==> src/hdl/vecproc_consts.svh <==
`ifndef VECPROC_CONSTS_SVH
`define VECPROC_CONSTS_SVH

// ===========================================================================
// Datapath widths
// ===========================================================================

// Operand and result word
`define VP_WORD_W 32

// Stream byte on both handshakes
`define VP_BYTE_W 8

// ===========================================================================
// Vector sizing
// ===========================================================================

// Largest accepted N
`define VP_MAX_LEN 16

// Element index, covers 0 .. VP_MAX_LEN-1
`define VP_ADDR_W 4

// Command byte values
`define VP_OP_ADD 8'h01
`define VP_OP_MUL 8'h02
`define VP_OP_DOT 8'h03

`endif

==> src/hdl/vecproc_pkg.sv <==
`default_nettype none

`include "vecproc_consts.svh"

package vecproc_pkg;

    // Data words and stream bytes
    typedef logic [`VP_WORD_W-1:0] word_t;
    typedef logic [`VP_BYTE_W-1:0] byte_t;

    // Element index into an operand memory
    typedef logic [`VP_ADDR_W-1:0] addr_t;

    // One bit wider than addr_t so it can hold VP_MAX_LEN itself
    typedef logic [`VP_ADDR_W:0] len_t;

    // Decoded operation, only legal command bytes map here
    typedef enum logic [1:0] {
        OP_ADD = 2'(`VP_OP_ADD),
        OP_MUL = 2'(`VP_OP_MUL),
        OP_DOT = 2'(`VP_OP_DOT)
    } opcode_t;

    // Operand memory select
    typedef enum logic {
        BANK_A = 1'b0,
        BANK_B = 1'b1
    } bank_t;

endpackage

`default_nettype wire

==> src/hdl/frame_parser.sv <==
`timescale 1ns/100ps
`default_nettype none

`include "vecproc_consts.svh"

module frame_parser (
    input  wire                  clk,
    input  wire                  resetn,
    input  wire vecproc_pkg::byte_t in_data,
    input  wire                  in_valid,
    output logic                 in_ready,
    input  wire                  done,
    output logic                 wr_en,
    output vecproc_pkg::bank_t   wr_bank,
    output vecproc_pkg::addr_t   wr_addr,
    output vecproc_pkg::word_t   wr_data,
    output logic                 start,
    output vecproc_pkg::opcode_t op,
    output vecproc_pkg::len_t    len,
    output logic                 busy,
    output logic                 error
);

    // =======================================================================
    // Frame FSM
    // =======================================================================
    typedef enum logic [2:0] {
        ST_RESET,
        ST_CMD,
        ST_LEN,
        ST_OPA,
        ST_OPB,
        ST_WAIT,
        ST_ERR
    } state_t;

    state_t             state;
    logic [1:0]         byte_cnt;
    vecproc_pkg::addr_t elem_cnt;
    vecproc_pkg::word_t shift_q;
    vecproc_pkg::word_t word_in;
    logic               accept;
    logic               word_done;
    logic               last_elem;

    assign in_ready  = (state == ST_CMD) || (state == ST_LEN) ||
                       (state == ST_OPA) || (state == ST_OPB);
    assign busy      = (state == ST_LEN) || (state == ST_OPA) ||
                       (state == ST_OPB) || (state == ST_WAIT);
    assign accept    = in_valid && in_ready;

    // Little-endian assembly, the new byte lands on top
    assign word_in   = {in_data, shift_q[`VP_WORD_W-1:`VP_BYTE_W]};
    assign word_done = accept && (byte_cnt == 2'd3);
    assign last_elem = ({1'b0, elem_cnt} == len - 1'b1);

    always_ff @(posedge clk or negedge resetn) begin
        if (!resetn) begin
            state    <= ST_RESET;
            byte_cnt <= '0;
            elem_cnt <= '0;
            op       <= vecproc_pkg::OP_ADD;
            len      <= '0;
            start    <= 1'b0;
            wr_en    <= 1'b0;
            error    <= 1'b0;
        end else begin
            start <= 1'b0;
            wr_en <= 1'b0;
            case (state)
                ST_RESET: begin
                    state <= ST_CMD;
                end
                ST_CMD: begin
                    if (accept) begin
                        byte_cnt <= '0;
                        elem_cnt <= '0;
                        case (in_data)
                            `VP_OP_ADD: op <= vecproc_pkg::OP_ADD;
                            `VP_OP_MUL: op <= vecproc_pkg::OP_MUL;
                            `VP_OP_DOT: op <= vecproc_pkg::OP_DOT;
                            default:    error <= 1'b1;
                        endcase
                        if (in_data == `VP_OP_ADD || in_data == `VP_OP_MUL ||
                            in_data == `VP_OP_DOT) begin
                            state <= ST_LEN;
                        end else begin
                            state <= ST_ERR;
                        end
                    end
                end
                ST_LEN: begin
                    if (accept) begin
                        byte_cnt <= byte_cnt + 2'd1;
                    end
                    if (word_done) begin
                        if (word_in == '0 || word_in > `VP_MAX_LEN) begin
                            error <= 1'b1;
                            state <= ST_ERR;
                        end else begin
                            len   <= vecproc_pkg::len_t'(word_in);
                            state <= ST_OPA;
                        end
                    end
                end
                ST_OPA, ST_OPB: begin
                    if (accept) begin
                        byte_cnt <= byte_cnt + 2'd1;
                    end
                    if (word_done) begin
                        wr_en <= 1'b1;
                        if (last_elem) begin
                            elem_cnt <= '0;
                            if (state == ST_OPB) begin
                                start <= 1'b1;
                                state <= ST_WAIT;
                            end else begin
                                state <= ST_OPB;
                            end
                        end else begin
                            elem_cnt <= elem_cnt + 1'b1;
                        end
                    end
                end
                ST_WAIT: begin
                    // Hold off the next frame until the result has left
                    if (done) begin
                        state <= ST_CMD;
                    end
                end
                default: begin
                    // Sticky until reset
                    state <= ST_ERR;
                end
            endcase
        end
    end

    // Word assembly and write payload
    always_ff @(posedge clk) begin
        if (accept) begin
            shift_q <= word_in;
        end
        if (word_done) begin
            wr_bank <= (state == ST_OPB) ? vecproc_pkg::BANK_B : vecproc_pkg::BANK_A;
            wr_addr <= elem_cnt;
            wr_data <= word_in;
        end
    end

endmodule

`default_nettype wire

==> src/hdl/operand_store.sv <==
`timescale 1ns/100ps
`default_nettype none

`include "vecproc_consts.svh"

module operand_store (
    input  wire                    clk,
    input  wire                    resetn,
    input  wire                    wr_en,
    input  wire vecproc_pkg::bank_t wr_bank,
    input  wire vecproc_pkg::addr_t wr_addr,
    input  wire vecproc_pkg::word_t wr_data,
    input  wire vecproc_pkg::addr_t rd_addr,
    output vecproc_pkg::word_t     rd_a,
    output vecproc_pkg::word_t     rd_b
);

    // =======================================================================
    // Operand memories
    // =======================================================================

    // One word per element, A and B kept apart so both read together
    vecproc_pkg::word_t mem_a [`VP_MAX_LEN];
    vecproc_pkg::word_t mem_b [`VP_MAX_LEN];

    logic wr_a;
    logic wr_b;

    // Bank decode of the single write port
    assign wr_a = wr_en && (wr_bank == vecproc_pkg::BANK_A);
    assign wr_b = wr_en && (wr_bank == vecproc_pkg::BANK_B);

    always_ff @(posedge clk) begin
        if (wr_a) begin
            mem_a[wr_addr] <= wr_data;
        end
    end

    always_ff @(posedge clk) begin
        if (wr_b) begin
            mem_b[wr_addr] <= wr_data;
        end
    end

    // =======================================================================
    // Registered read
    // =======================================================================

    // Same address on both banks, data one cycle after rd_addr
    always_ff @(posedge clk or negedge resetn) begin
        if (!resetn) begin
            rd_a <= '0;
            rd_b <= '0;
        end else begin
            rd_a <= mem_a[rd_addr];
            rd_b <= mem_b[rd_addr];
        end
    end

endmodule

`default_nettype wire

==> src/hdl/vector_alu.sv <==
`timescale 1ns/100ps
`default_nettype none

module vector_alu (
    input  wire                     clk,
    input  wire                     resetn,
    input  wire                     start,
    input  wire vecproc_pkg::opcode_t op,
    input  wire vecproc_pkg::len_t  len,
    output vecproc_pkg::addr_t      rd_addr,
    input  wire vecproc_pkg::word_t rd_a,
    input  wire vecproc_pkg::word_t rd_b,
    output vecproc_pkg::byte_t      out_data,
    output logic                    out_valid,
    input  wire                     out_ready,
    output logic                    done
);

    // =======================================================================
    // Sequencer
    // =======================================================================
    typedef enum logic [1:0] {
        S_IDLE,
        S_FETCH,
        S_LOAD,
        S_SEND
    } state_t;

    state_t               state;
    vecproc_pkg::opcode_t op_q;
    vecproc_pkg::len_t    len_q;
    vecproc_pkg::addr_t   elem;
    logic                 last_q;
    logic [1:0]           byte_cnt;
    vecproc_pkg::word_t   acc;
    vecproc_pkg::word_t   out_shift;
    vecproc_pkg::word_t   prod;
    vecproc_pkg::word_t   dot_next;
    vecproc_pkg::word_t   result;
    logic                 last_elem;

    // Low 32 bits only, overflow wraps
    assign prod      = rd_a * rd_b;
    assign dot_next  = acc + prod;
    assign last_elem = ({1'b0, elem} == len_q - 1'b1);
    assign out_data  = out_shift[7:0];

    always_comb begin
        case (op_q)
            vecproc_pkg::OP_ADD: result = rd_a + rd_b;
            vecproc_pkg::OP_MUL: result = prod;
            default:             result = dot_next;
        endcase
    end

    always_ff @(posedge clk or negedge resetn) begin
        if (!resetn) begin
            state     <= S_IDLE;
            op_q      <= vecproc_pkg::OP_ADD;
            len_q     <= '0;
            rd_addr   <= '0;
            elem      <= '0;
            last_q    <= 1'b0;
            byte_cnt  <= '0;
            out_valid <= 1'b0;
            done      <= 1'b0;
        end else begin
            done <= 1'b0;
            case (state)
                S_IDLE: begin
                    if (start) begin
                        op_q    <= op;
                        len_q   <= len;
                        rd_addr <= '0;
                        elem    <= '0;
                        state   <= S_FETCH;
                    end
                end
                // Read latency bubble
                S_FETCH: begin
                    state <= S_LOAD;
                end
                // rd_a and rd_b hold element elem here
                S_LOAD: begin
                    rd_addr <= rd_addr + 1'b1;
                    elem    <= elem + 1'b1;
                    last_q  <= last_elem;
                    if (op_q != vecproc_pkg::OP_DOT || last_elem) begin
                        byte_cnt  <= '0;
                        out_valid <= 1'b1;
                        state     <= S_SEND;
                    end else begin
                        state <= S_FETCH;
                    end
                end
                // Next element is fetched while these bytes drain
                S_SEND: begin
                    if (out_ready) begin
                        byte_cnt <= byte_cnt + 2'd1;
                        if (byte_cnt == 2'd3) begin
                            out_valid <= 1'b0;
                            if (last_q) begin
                                done  <= 1'b1;
                                state <= S_IDLE;
                            end else begin
                                state <= S_LOAD;
                            end
                        end
                    end
                end
                default: begin
                    state <= S_IDLE;
                end
            endcase
        end
    end

    // Accumulator and output shifter
    always_ff @(posedge clk) begin
        if (state == S_IDLE && start) begin
            acc <= '0;
        end else if (state == S_LOAD) begin
            acc <= dot_next;
        end
        if (state == S_LOAD) begin
            out_shift <= result;
        end else if (state == S_SEND && out_ready) begin
            // Low byte first
            out_shift <= out_shift >> 8;
        end
    end

endmodule

`default_nettype wire

==> src/hdl/vector_processor.sv <==
`timescale 1ns/100ps
`default_nettype none

module vector_processor (
    input  wire                     clk,
    input  wire                     resetn,
    input  wire vecproc_pkg::byte_t in_data,
    input  wire                     in_valid,
    output wire                     in_ready,
    output wire vecproc_pkg::byte_t out_data,
    output wire                     out_valid,
    input  wire                     out_ready,
    output wire                     busy,
    output wire                     error
);

    // =======================================================================
    // Internal connections
    // =======================================================================

    // Parser to store
    wire                       wr_en;
    wire vecproc_pkg::bank_t   wr_bank;
    wire vecproc_pkg::addr_t   wr_addr;
    wire vecproc_pkg::word_t   wr_data;

    // ALU to store and back
    wire vecproc_pkg::addr_t   rd_addr;
    wire vecproc_pkg::word_t   rd_a;
    wire vecproc_pkg::word_t   rd_b;

    // Frame handoff between parser and ALU
    wire                       start;
    wire                       done;
    wire vecproc_pkg::opcode_t op;
    wire vecproc_pkg::len_t    len;

    frame_parser i_frame_parser (
        .clk      (clk),
        .resetn   (resetn),
        .in_data  (in_data),
        .in_valid (in_valid),
        .in_ready (in_ready),
        .done     (done),
        .wr_en    (wr_en),
        .wr_bank  (wr_bank),
        .wr_addr  (wr_addr),
        .wr_data  (wr_data),
        .start    (start),
        .op       (op),
        .len      (len),
        .busy     (busy),
        .error    (error)
    );

    operand_store i_operand_store (
        .clk     (clk),
        .resetn  (resetn),
        .wr_en   (wr_en),
        .wr_bank (wr_bank),
        .wr_addr (wr_addr),
        .wr_data (wr_data),
        .rd_addr (rd_addr),
        .rd_a    (rd_a),
        .rd_b    (rd_b)
    );

    vector_alu i_vector_alu (
        .clk       (clk),
        .resetn    (resetn),
        .start     (start),
        .op        (op),
        .len       (len),
        .rd_addr   (rd_addr),
        .rd_a      (rd_a),
        .rd_b      (rd_b),
        .out_data  (out_data),
        .out_valid (out_valid),
        .out_ready (out_ready),
        .done      (done)
    );

endmodule

`default_nettype wire

==> config.mk <==
export PLATFORM = sky130hd
export DESIGN_NAME = vector_processor
export DESIGN_NICKNAME = d
export VERILOG_FILES = /design/src/hdl/vecproc_pkg.sv /design/src/hdl/frame_parser.sv /design/src/hdl/operand_store.sv /design/src/hdl/vector_alu.sv /design/src/hdl/vector_processor.sv
export VERILOG_INCLUDE_DIRS = /design/src /design/src/hdl
export SDC_FILE = /design/constraint.sdc
export NUM_CORES = 2
export LEC_CHECK = 0
export BUFFER_PORTS_ARGS = -buffer_cell sky130_fd_sc_hd__buf_4
export CAP_MARGIN = 20
export CORE_UTILIZATION = 40
export CTS_CLUSTER_DIAMETER = 100
export DETAILED_ROUTE_END_ITERATION = 16
export GPL_TIMING_DRIVEN = 1
export PLACE_DENSITY_LB_ADDON = 0.2
export SKIP_CTS_REPAIR_TIMING = 1
export SYNTH_ARGS = -nofsm -noshare
export SYNTH_HDL_FRONTEND = slang
export SYNTH_SLANG_ARGS = --single-unit
==> constraint.sdc <==
create_clock -name clk -period 16.1 [get_ports clk]
set_input_delay 0.805 -clock clk [delete_from_list [all_inputs] [get_ports clk]]
set_output_delay 0.805 -clock clk [all_outputs]
set_load 0.03 [all_outputs]
Word level (Yosys, flattened, before mapping)
Memory sizes are Yosys's and may differ from the RTL's. A register that Yosys moved wholly into a read port is not among the register bits.
Cells that the tools add are included.
Cells by class
  add/sub/neg operators: 9
  $mul: 1
  magnitude comparators: 1
  equality and inequality tests: 30
  mux-type cells: 55
  bitwise operators: 2
  reductions and logical operators: 42
Operators with widths (number)
  32-bit adder: 2
  32-bit 2-to-1 mux: 2
  32-bit one-hot mux with 2 select lines: 1
  32-bit by 5-bit > comparator with 1-bit output (second input constant): 1
  32-bit zero test: 1
  32-bit by 32-bit multiplier with 32-bit output: 1
  4-bit one-hot mux with 2 select lines: 3
  1-bit 2-to-1 mux: 22
  3-bit 2-to-1 mux: 7
  2-bit 2-to-1 mux: 9
  3-bit AND reduction: 6
  8-bit by 2-bit == test with 1-bit output (second input constant): 2
  4-bit 2-to-1 mux: 4
  2-bit by 1-bit != test with 1-bit output (second input constant): 8
  3-bit one-hot mux with 5 select lines: 1
  4-bit by 1-bit adder with 4-bit output (second input constant): 3
  2-bit nonzero test: 6
  2-bit == test (second input constant): 5
  4-bit by 5-bit == test with 1-bit output: 2
  1-bit logical OR: 10
  2-bit != test (second input constant): 5
  5-bit AND reduction: 2
  5-bit by 1-bit subtractor with 5-bit output (second input constant): 2
  8-bit by 1-bit == test with 1-bit output (second input constant): 1
  19 further kinds: 34
Word-level totals
  bits in registers: 174
  bits in writable memories: 1024
  memories kept: 2
Memories
  i_operand_store.mem_a: depth 16, width 32, read ports 1, clocked after memory_dff 1, write ports 1, RTL line operand_store.sv:23  | vecproc_pkg::word_t mem_a [`VP_MAX_LEN];
  i_operand_store.mem_b: depth 16, width 32, read ports 1, clocked after memory_dff 1, write ports 1, RTL line operand_store.sv:24  | vecproc_pkg::word_t mem_b [`VP_MAX_LEN];

Longest topological paths before layout
  word-level depth: 8
  mapped depth: 37

Hierarchy
From an unflattened synthesis, not the netlist that was laid out.
Unflattened totals
  cell total of the unflattened synthesis: 4424
  area total of the unflattened synthesis: 65661.7 µm²
Modules (own cells, without submodules)
  operand_store: times used 1, cells an instance 1675, area an instance 40005.9 µm², seq. area each 32351.0 µm²
  vector_alu: times used 1, cells an instance 2554, area an instance 22557.9 µm², seq. area each 2153.3 µm²
  frame_parser: times used 1, cells an instance 195, area an instance 3098.0 µm², seq. area each 2308.5 µm²

Least setup slack after synthesis
Ideal clock, no wire load.
  path kind: reg2reg
  from: register i_operand_store.rd_b[2], read port of i_operand_store.mem_b
  to: register i_vector_alu.out_shift[31], data pin
  library setup time: 0.273 ns
  arrival: 8.190 ns
  required time: 15.827 ns
  path slack: 7.637 ns
  stages on the path, launching flop included: 35
  buffers on the path: 2
  clock period less this slack: 8.463 ns
  cell sequence: dfrtp_1 > clkbuf_1 > clkbuf_1 > and2_1 > fa_1 > inv_1 > fa_1 > fa_1 > fa_1 > inv_1 > ha_1 > ha_1 > fa_1 > fa_1 > ha_1 > a21o_1 > a21o_1 > a21oi_1 > o22ai_1 > o21a_1 > o21ai_0 > a21oi_1 > a311o_1 > ha_1 > a21o_1 > a21oi_1 > nand2_1 > o22a_1 > o31a_1 > nand2_1 > a21oi_1 > o41ai_1 > xnor2_2 > xnor2_1 > a211oi_2
On the way
  longest elaborated chain between the ends: 4
  elaborated cells between the ends (all ways): 5
  classes of those cells: 2 x add/sub; 1 x mul; 2 x mux
Ends and longest elaborated chain
  start: declaration: RTL line operand_store.sv:15  | output vecproc_pkg::word_t rd_b
  32-bit by 32-bit multiplier with 32-bit output: RTL line vector_alu.sv:43  | assign prod = rd_a * rd_b;
  32-bit adder: RTL line vector_alu.sv:44  | assign dot_next = acc + prod;
  32-bit one-hot mux with 2 select lines *: RTL line vector_alu.sv:49  | case (op_q)
  32-bit 2-to-1 mux *: RTL line vector_alu.sv:125  | if (state == S_LOAD) begin
  end signal: assignment: RTL line vector_alu.sv:126  | out_shift <= result;
  end signal: assignment: RTL line vector_alu.sv:129  | out_shift <= out_shift >> 8;
  end: declaration: RTL line vector_alu.sv:36  | vecproc_pkg::word_t out_shift;
Mark *: on every way between the ends. The rest lies on a longest branch, timed or not.
A chain may end at the register's enable or synchronous reset.

Final worst setup path
  from: register i_operand_store.rd_b[6], read port of i_operand_store.mem_b
  to: register i_vector_alu.out_shift[31], data pin
Same word-level chain as after synthesis.

==> impl_metrics.xml <==
<?xml version="1.0" encoding="UTF-8"?>
<metrics>
  <group name="cts">
    <metric name="clock_tree_from_tritoncts" unit="">built</metric>
    <metric name="htree_levels" unit="">4</metric>
    <metric name="clk_root_buffer_cell" unit="">clkbuf_16</metric>
    <metric name="clkLatencyLatePin" unit="ns">0.77</metric>
    <metric name="clk_pin_slew_worst_paths" unit="ns">0.06</metric>
    <metric name="cts_buffers" unit="">135</metric>
    <metric name="cts_max_path_buffers" unit="">3</metric>
    <metric name="tritoncts_num_sinks" unit="">1254</metric>
  </group>
  <group name="worst_setup_path">
    <metric name="cp_slowest_stage_delay" unit="ns">0.95</metric>
    <metric name="setup.worst_path.class" unit="">flop to flop</metric>
    <metric name="worst_path_max_delay_cell" unit="">dfrtp_1</metric>
    <metric name="worst_path_most_repeated_cell" unit="">fa_1</metric>
    <metric name="required" unit="ns">16.58</metric>
    <metric name="crit_arrival" unit="ns">9.91</metric>
    <metric name="setup.worst_path.start_class" unit="">flop</metric>
    <metric name="cp-end-kind" unit="">flop</metric>
    <metric name="critPathMaxFanout" unit="">26</metric>
  </group>
  <group name="detailed_routing">
    <metric name="detailroute.via_count" unit="">35700</metric>
    <metric name="drt-pass1-iter-count" unit="">5</metric>
    <metric name="route.detailed.wl_per_inst" unit="um">26.1</metric>
    <metric name="drt_first_iter_violations" unit="">2816</metric>
    <metric name="route.antenna.remaining_nets" unit="">0</metric>
    <metric name="route.final.wire_length" unit="um">171000</metric>
    <metric name="remaining_drc_errors" unit="">0</metric>
    <metric name="vias_per_cell" unit="">5.45</metric>
  </group>
  <group name="grt">
    <metric name="grt_util_all_layers" unit="%">21.2</metric>
    <metric name="total_congestion_overflow" unit="">0</metric>
    <metric name="maximum_number_of_pins_on_one_net_before_global_route_repair" unit="">120</metric>
    <metric name="antenna_found_initial" unit="">3</metric>
    <metric name="number_of_global_route_vias_before_repair" unit="">37300</metric>
    <metric name="wire_length_of_the_first_global_routing_pass" unit="um">254000</metric>
  </group>
  <group name="placed_design">
    <metric name="portBuffers" unit="">23</metric>
    <metric name="place.detailed.instances" unit="">6321</metric>
    <metric name="gp_routability_congestion" unit="">0.860</metric>
    <metric name="dp.final_hpwl" unit="um">106000</metric>
  </group>
  <group name="sta">
    <metric name="fin_skew" unit="ns">0.0594</metric>
    <metric name="timing.max_slew.rel_slack" unit="%">22.5</metric>
    <metric name="timing.final.hold_violations" unit="">0</metric>
    <metric name="finalWorstPathRequiredPeriod" unit="ns">9.43</metric>
    <metric name="grt_setup_unrepaired" unit="">false</metric>
    <metric name="setup_tns" unit="ns">0</metric>
    <metric name="worstMarginPinSlew" unit="ns">1.16</metric>
    <metric name="maxClockFrequency" unit="MHz">106</metric>
    <metric name="timing.final.setup_violations" unit="">0</metric>
    <metric name="timing.final.max_slew_violations" unit="">0</metric>
    <metric name="period_share" unit="%">58.6</metric>
  </group>
  <group name="synth">
    <metric name="syn_area_per_cell" unit="um2">15.4</metric>
    <metric name="synth_sequential_area_ratio" unit="%">56.2</metric>
    <metric name="syn-cell-area" unit="um2">65500</metric>
    <metric name="yosys_register_bits" unit="">1254</metric>
    <metric name="cells_after_synth" unit="">4251</metric>
    <metric name="synthDominantAreaCellType" unit="">edfxtp_1</metric>
    <metric name="synth.net_count" unit="">4870</metric>
    <metric name="synth_enable_flop_cells" unit="">1117</metric>
    <metric name="area_fraction_of_the_dominant_cell_type_after_synthesis" unit="%">51.2</metric>
    <metric name="synthDistinctLibCells" unit="">72</metric>
    <metric name="ys_async_sr_fraction" unit="%">8.37</metric>
    <metric name="ys.flop_type" unit="">edfxtp_1</metric>
    <metric name="synth_top_cells_by_area" unit="">edfxtp_1 (51%), fa_1 (13%), mux4_2 (11%)</metric>
    <metric name="ys_warn_count" unit="">0</metric>
  </group>
  <group name="die">
    <metric name="fp-row-count" unit="">148</metric>
    <metric name="die_area" unit="um2">165000</metric>
    <metric name="die_height" unit="um">407</metric>
    <metric name="top_level_ports" unit="">24</metric>
    <metric name="floorplan.initialDensity" unit="%">40.3</metric>
    <metric name="chipWidth" unit="um">407</metric>
    <metric name="core_area" unit="um2">163000</metric>
  </group>
  <group name="cells_and_area">
    <metric name="finalNonFillerCells" unit="">6556</metric>
    <metric name="final_common_cell" unit="">edfxtp_1</metric>
    <metric name="nets_finish" unit="">4904</metric>
    <metric name="final.fill_count" unit="">14500</metric>
    <metric name="mostFrequentLayoutCells" unit="">edfxtp_1 (1117), inv_1 (455), fa_1 (410), nand2_1 (361), mux4_2 (320)</metric>
    <metric name="layout-drive-gt1-share" unit="%">15.2</metric>
    <metric name="area_delta_synth_final" unit="%">11.2</metric>
  </group>
  <group name="job">
    <metric name="drv_cap" unit="">0</metric>
  </group>
  <group name="run_status">
    <metric name="run_status" unit="">complete, no violations</metric>
  </group>
  <group name="worst_hold_path">
    <metric name="path_class_of_the_lowest_slack_min_delay_path" unit="">primary input to asynchronous set/reset pin</metric>
  </group>
</metrics>
state kept, by name, indices dropped and copies added, names as in the netlist, 5 cells and up:
| register | flops |
|---|---|
| i_frame_parser.len | 5 |
| i_frame_parser.shift_q | 24 |
| i_frame_parser.wr_data | 32 |
| i_operand_store.mem_a | 512 |
| i_operand_store.mem_b | 512 |
| i_operand_store.rd_a | 32 |
| i_operand_store.rd_b | 32 |
| i_vector_alu.acc | 32 |
| i_vector_alu.len_q | 5 |
| i_vector_alu.out_shift | 32 |
Yosys cell counts (6+ instances only):
master and n:
buf_1 30, edfxtp_1 1117, nand2b_1 8, a211oi_1 31, o21a_1 19, nor3_1 26
nor4_1 9, dfxtp_1 32, fa_1 410, nor2b_1 15, inv_1 455, dfrtp_1 103
a21oi_1 85, and2_1 252, and3_1 9, mux2_2 6, a22o_1 6, mux4_2 320
o21ai_1 7, o21bai_1 13, clkbuf_1 157, a21o_1 47, o211ai_1 7, nand2_1 362
o21ai_0 90, xor2_1 49, a221oi_1 28, xnor2_1 102, buf_4 10, nand3_1 57
nand4_1 11, a31oi_1 11, buf_2 7, nor2_1 84, ha_1 197
through the flow:
step	cell area, um2	hold WS (ns)	util, %	worst slack (ns)
6_report	72800	0.00197	44.8	6.67
5_1_grt	72800	0.0104	44.8	6.06
4_1_cts	72700	-0.0102	44.7	6.64
3_5_place_dp	68400	0.448	42.1	6.61
3_3_place_gp	68400	0.443	42.1	6.77
2_1_floorplan	65500	0.427	-	7.64
path summary, 6_finish.rpt:
check / slack, ns / to / from / cells past startpoint
setup / recovery: 6.67 / i_vector_alu.out_shift[31]$_SDFFCE_PN0P_ / i_operand_store.rd_b[6]$_DFF_PN0_ / 32
hold / removal: 0.002 / i_operand_store.rd_b[15]$_DFF_PN0_ / resetn / 1
setup reg to reg: 6.67 / i_vector_alu.out_shift[31]$_SDFFCE_PN0P_ / i_operand_store.rd_b[6]$_DFF_PN0_ / 32
hold reg to reg: 0.46 / i_frame_parser.wr_data[6]$_DFFE_PP_ / i_frame_parser.shift_q[14]$_DFFE_PP_ / 0
max in group asynchronous: 14.74 / i_vector_alu.rd_addr[2]$_DFFE_PN0P_ / resetn / 2
min in group clk: 0.23 / i_frame_parser.wr_data[26]$_DFFE_PP_ / in_data[2] / 1
logic make-up after synthesis:
group / count (synthesis) / share of synthesized area [%]
flops: 1254 / 56.2
simple gates: 849 / 6.28
buf+inv: 659 / 3.85
fa+ha+maj: 607 / 16.3
compound gates: 401 / 4.10
mux: 326 / 11.1
xor+xnor: 155 / 2.12
cell type report:
cell class              instances  area (um2)  share of cell area, %
diodes                          4        10.0                 0.0137
clock buffers                 178        3640                   5.00
clock inverters                51         702                  0.964
flip-flops and latches       1254       36800                   50.6
well taps                    2175        2720                   3.74
repair buffers                101         827                   1.14
inverters                     455        1710                   2.35
multi-input cells            2338       26400                   36.2
worst max-delay path: cells and delay by family, from the launching register on:
kind                       cells  cell delay, ns
AOI/OAI and AO/OA             13            2.68
xor gates and xnor gates       2            0.35
adders and majority gates     11            4.54
buffers and inverters          2            0.11
DFF                            1            0.95
and+or+nand+nor                4            0.52
per-layer routing:
| layer | global-route usage [%] | share of wire (%) | up-vias |
|---|---|---|---|
| met3 | 2.92 | 4.7 | 221 |
| met2 | 35.7 | 50 | 918 |
| met5 | 0 | 0 | - |
| met4 | 5.55 | 2.3 | 0 |
| li1 | - | - | 15400 |
| met1 | 29.0 | 43 | 19200 |
Power is not shown: default switching activity piles up to over one toggle a cycle in this logic, so the estimate is an artifact.
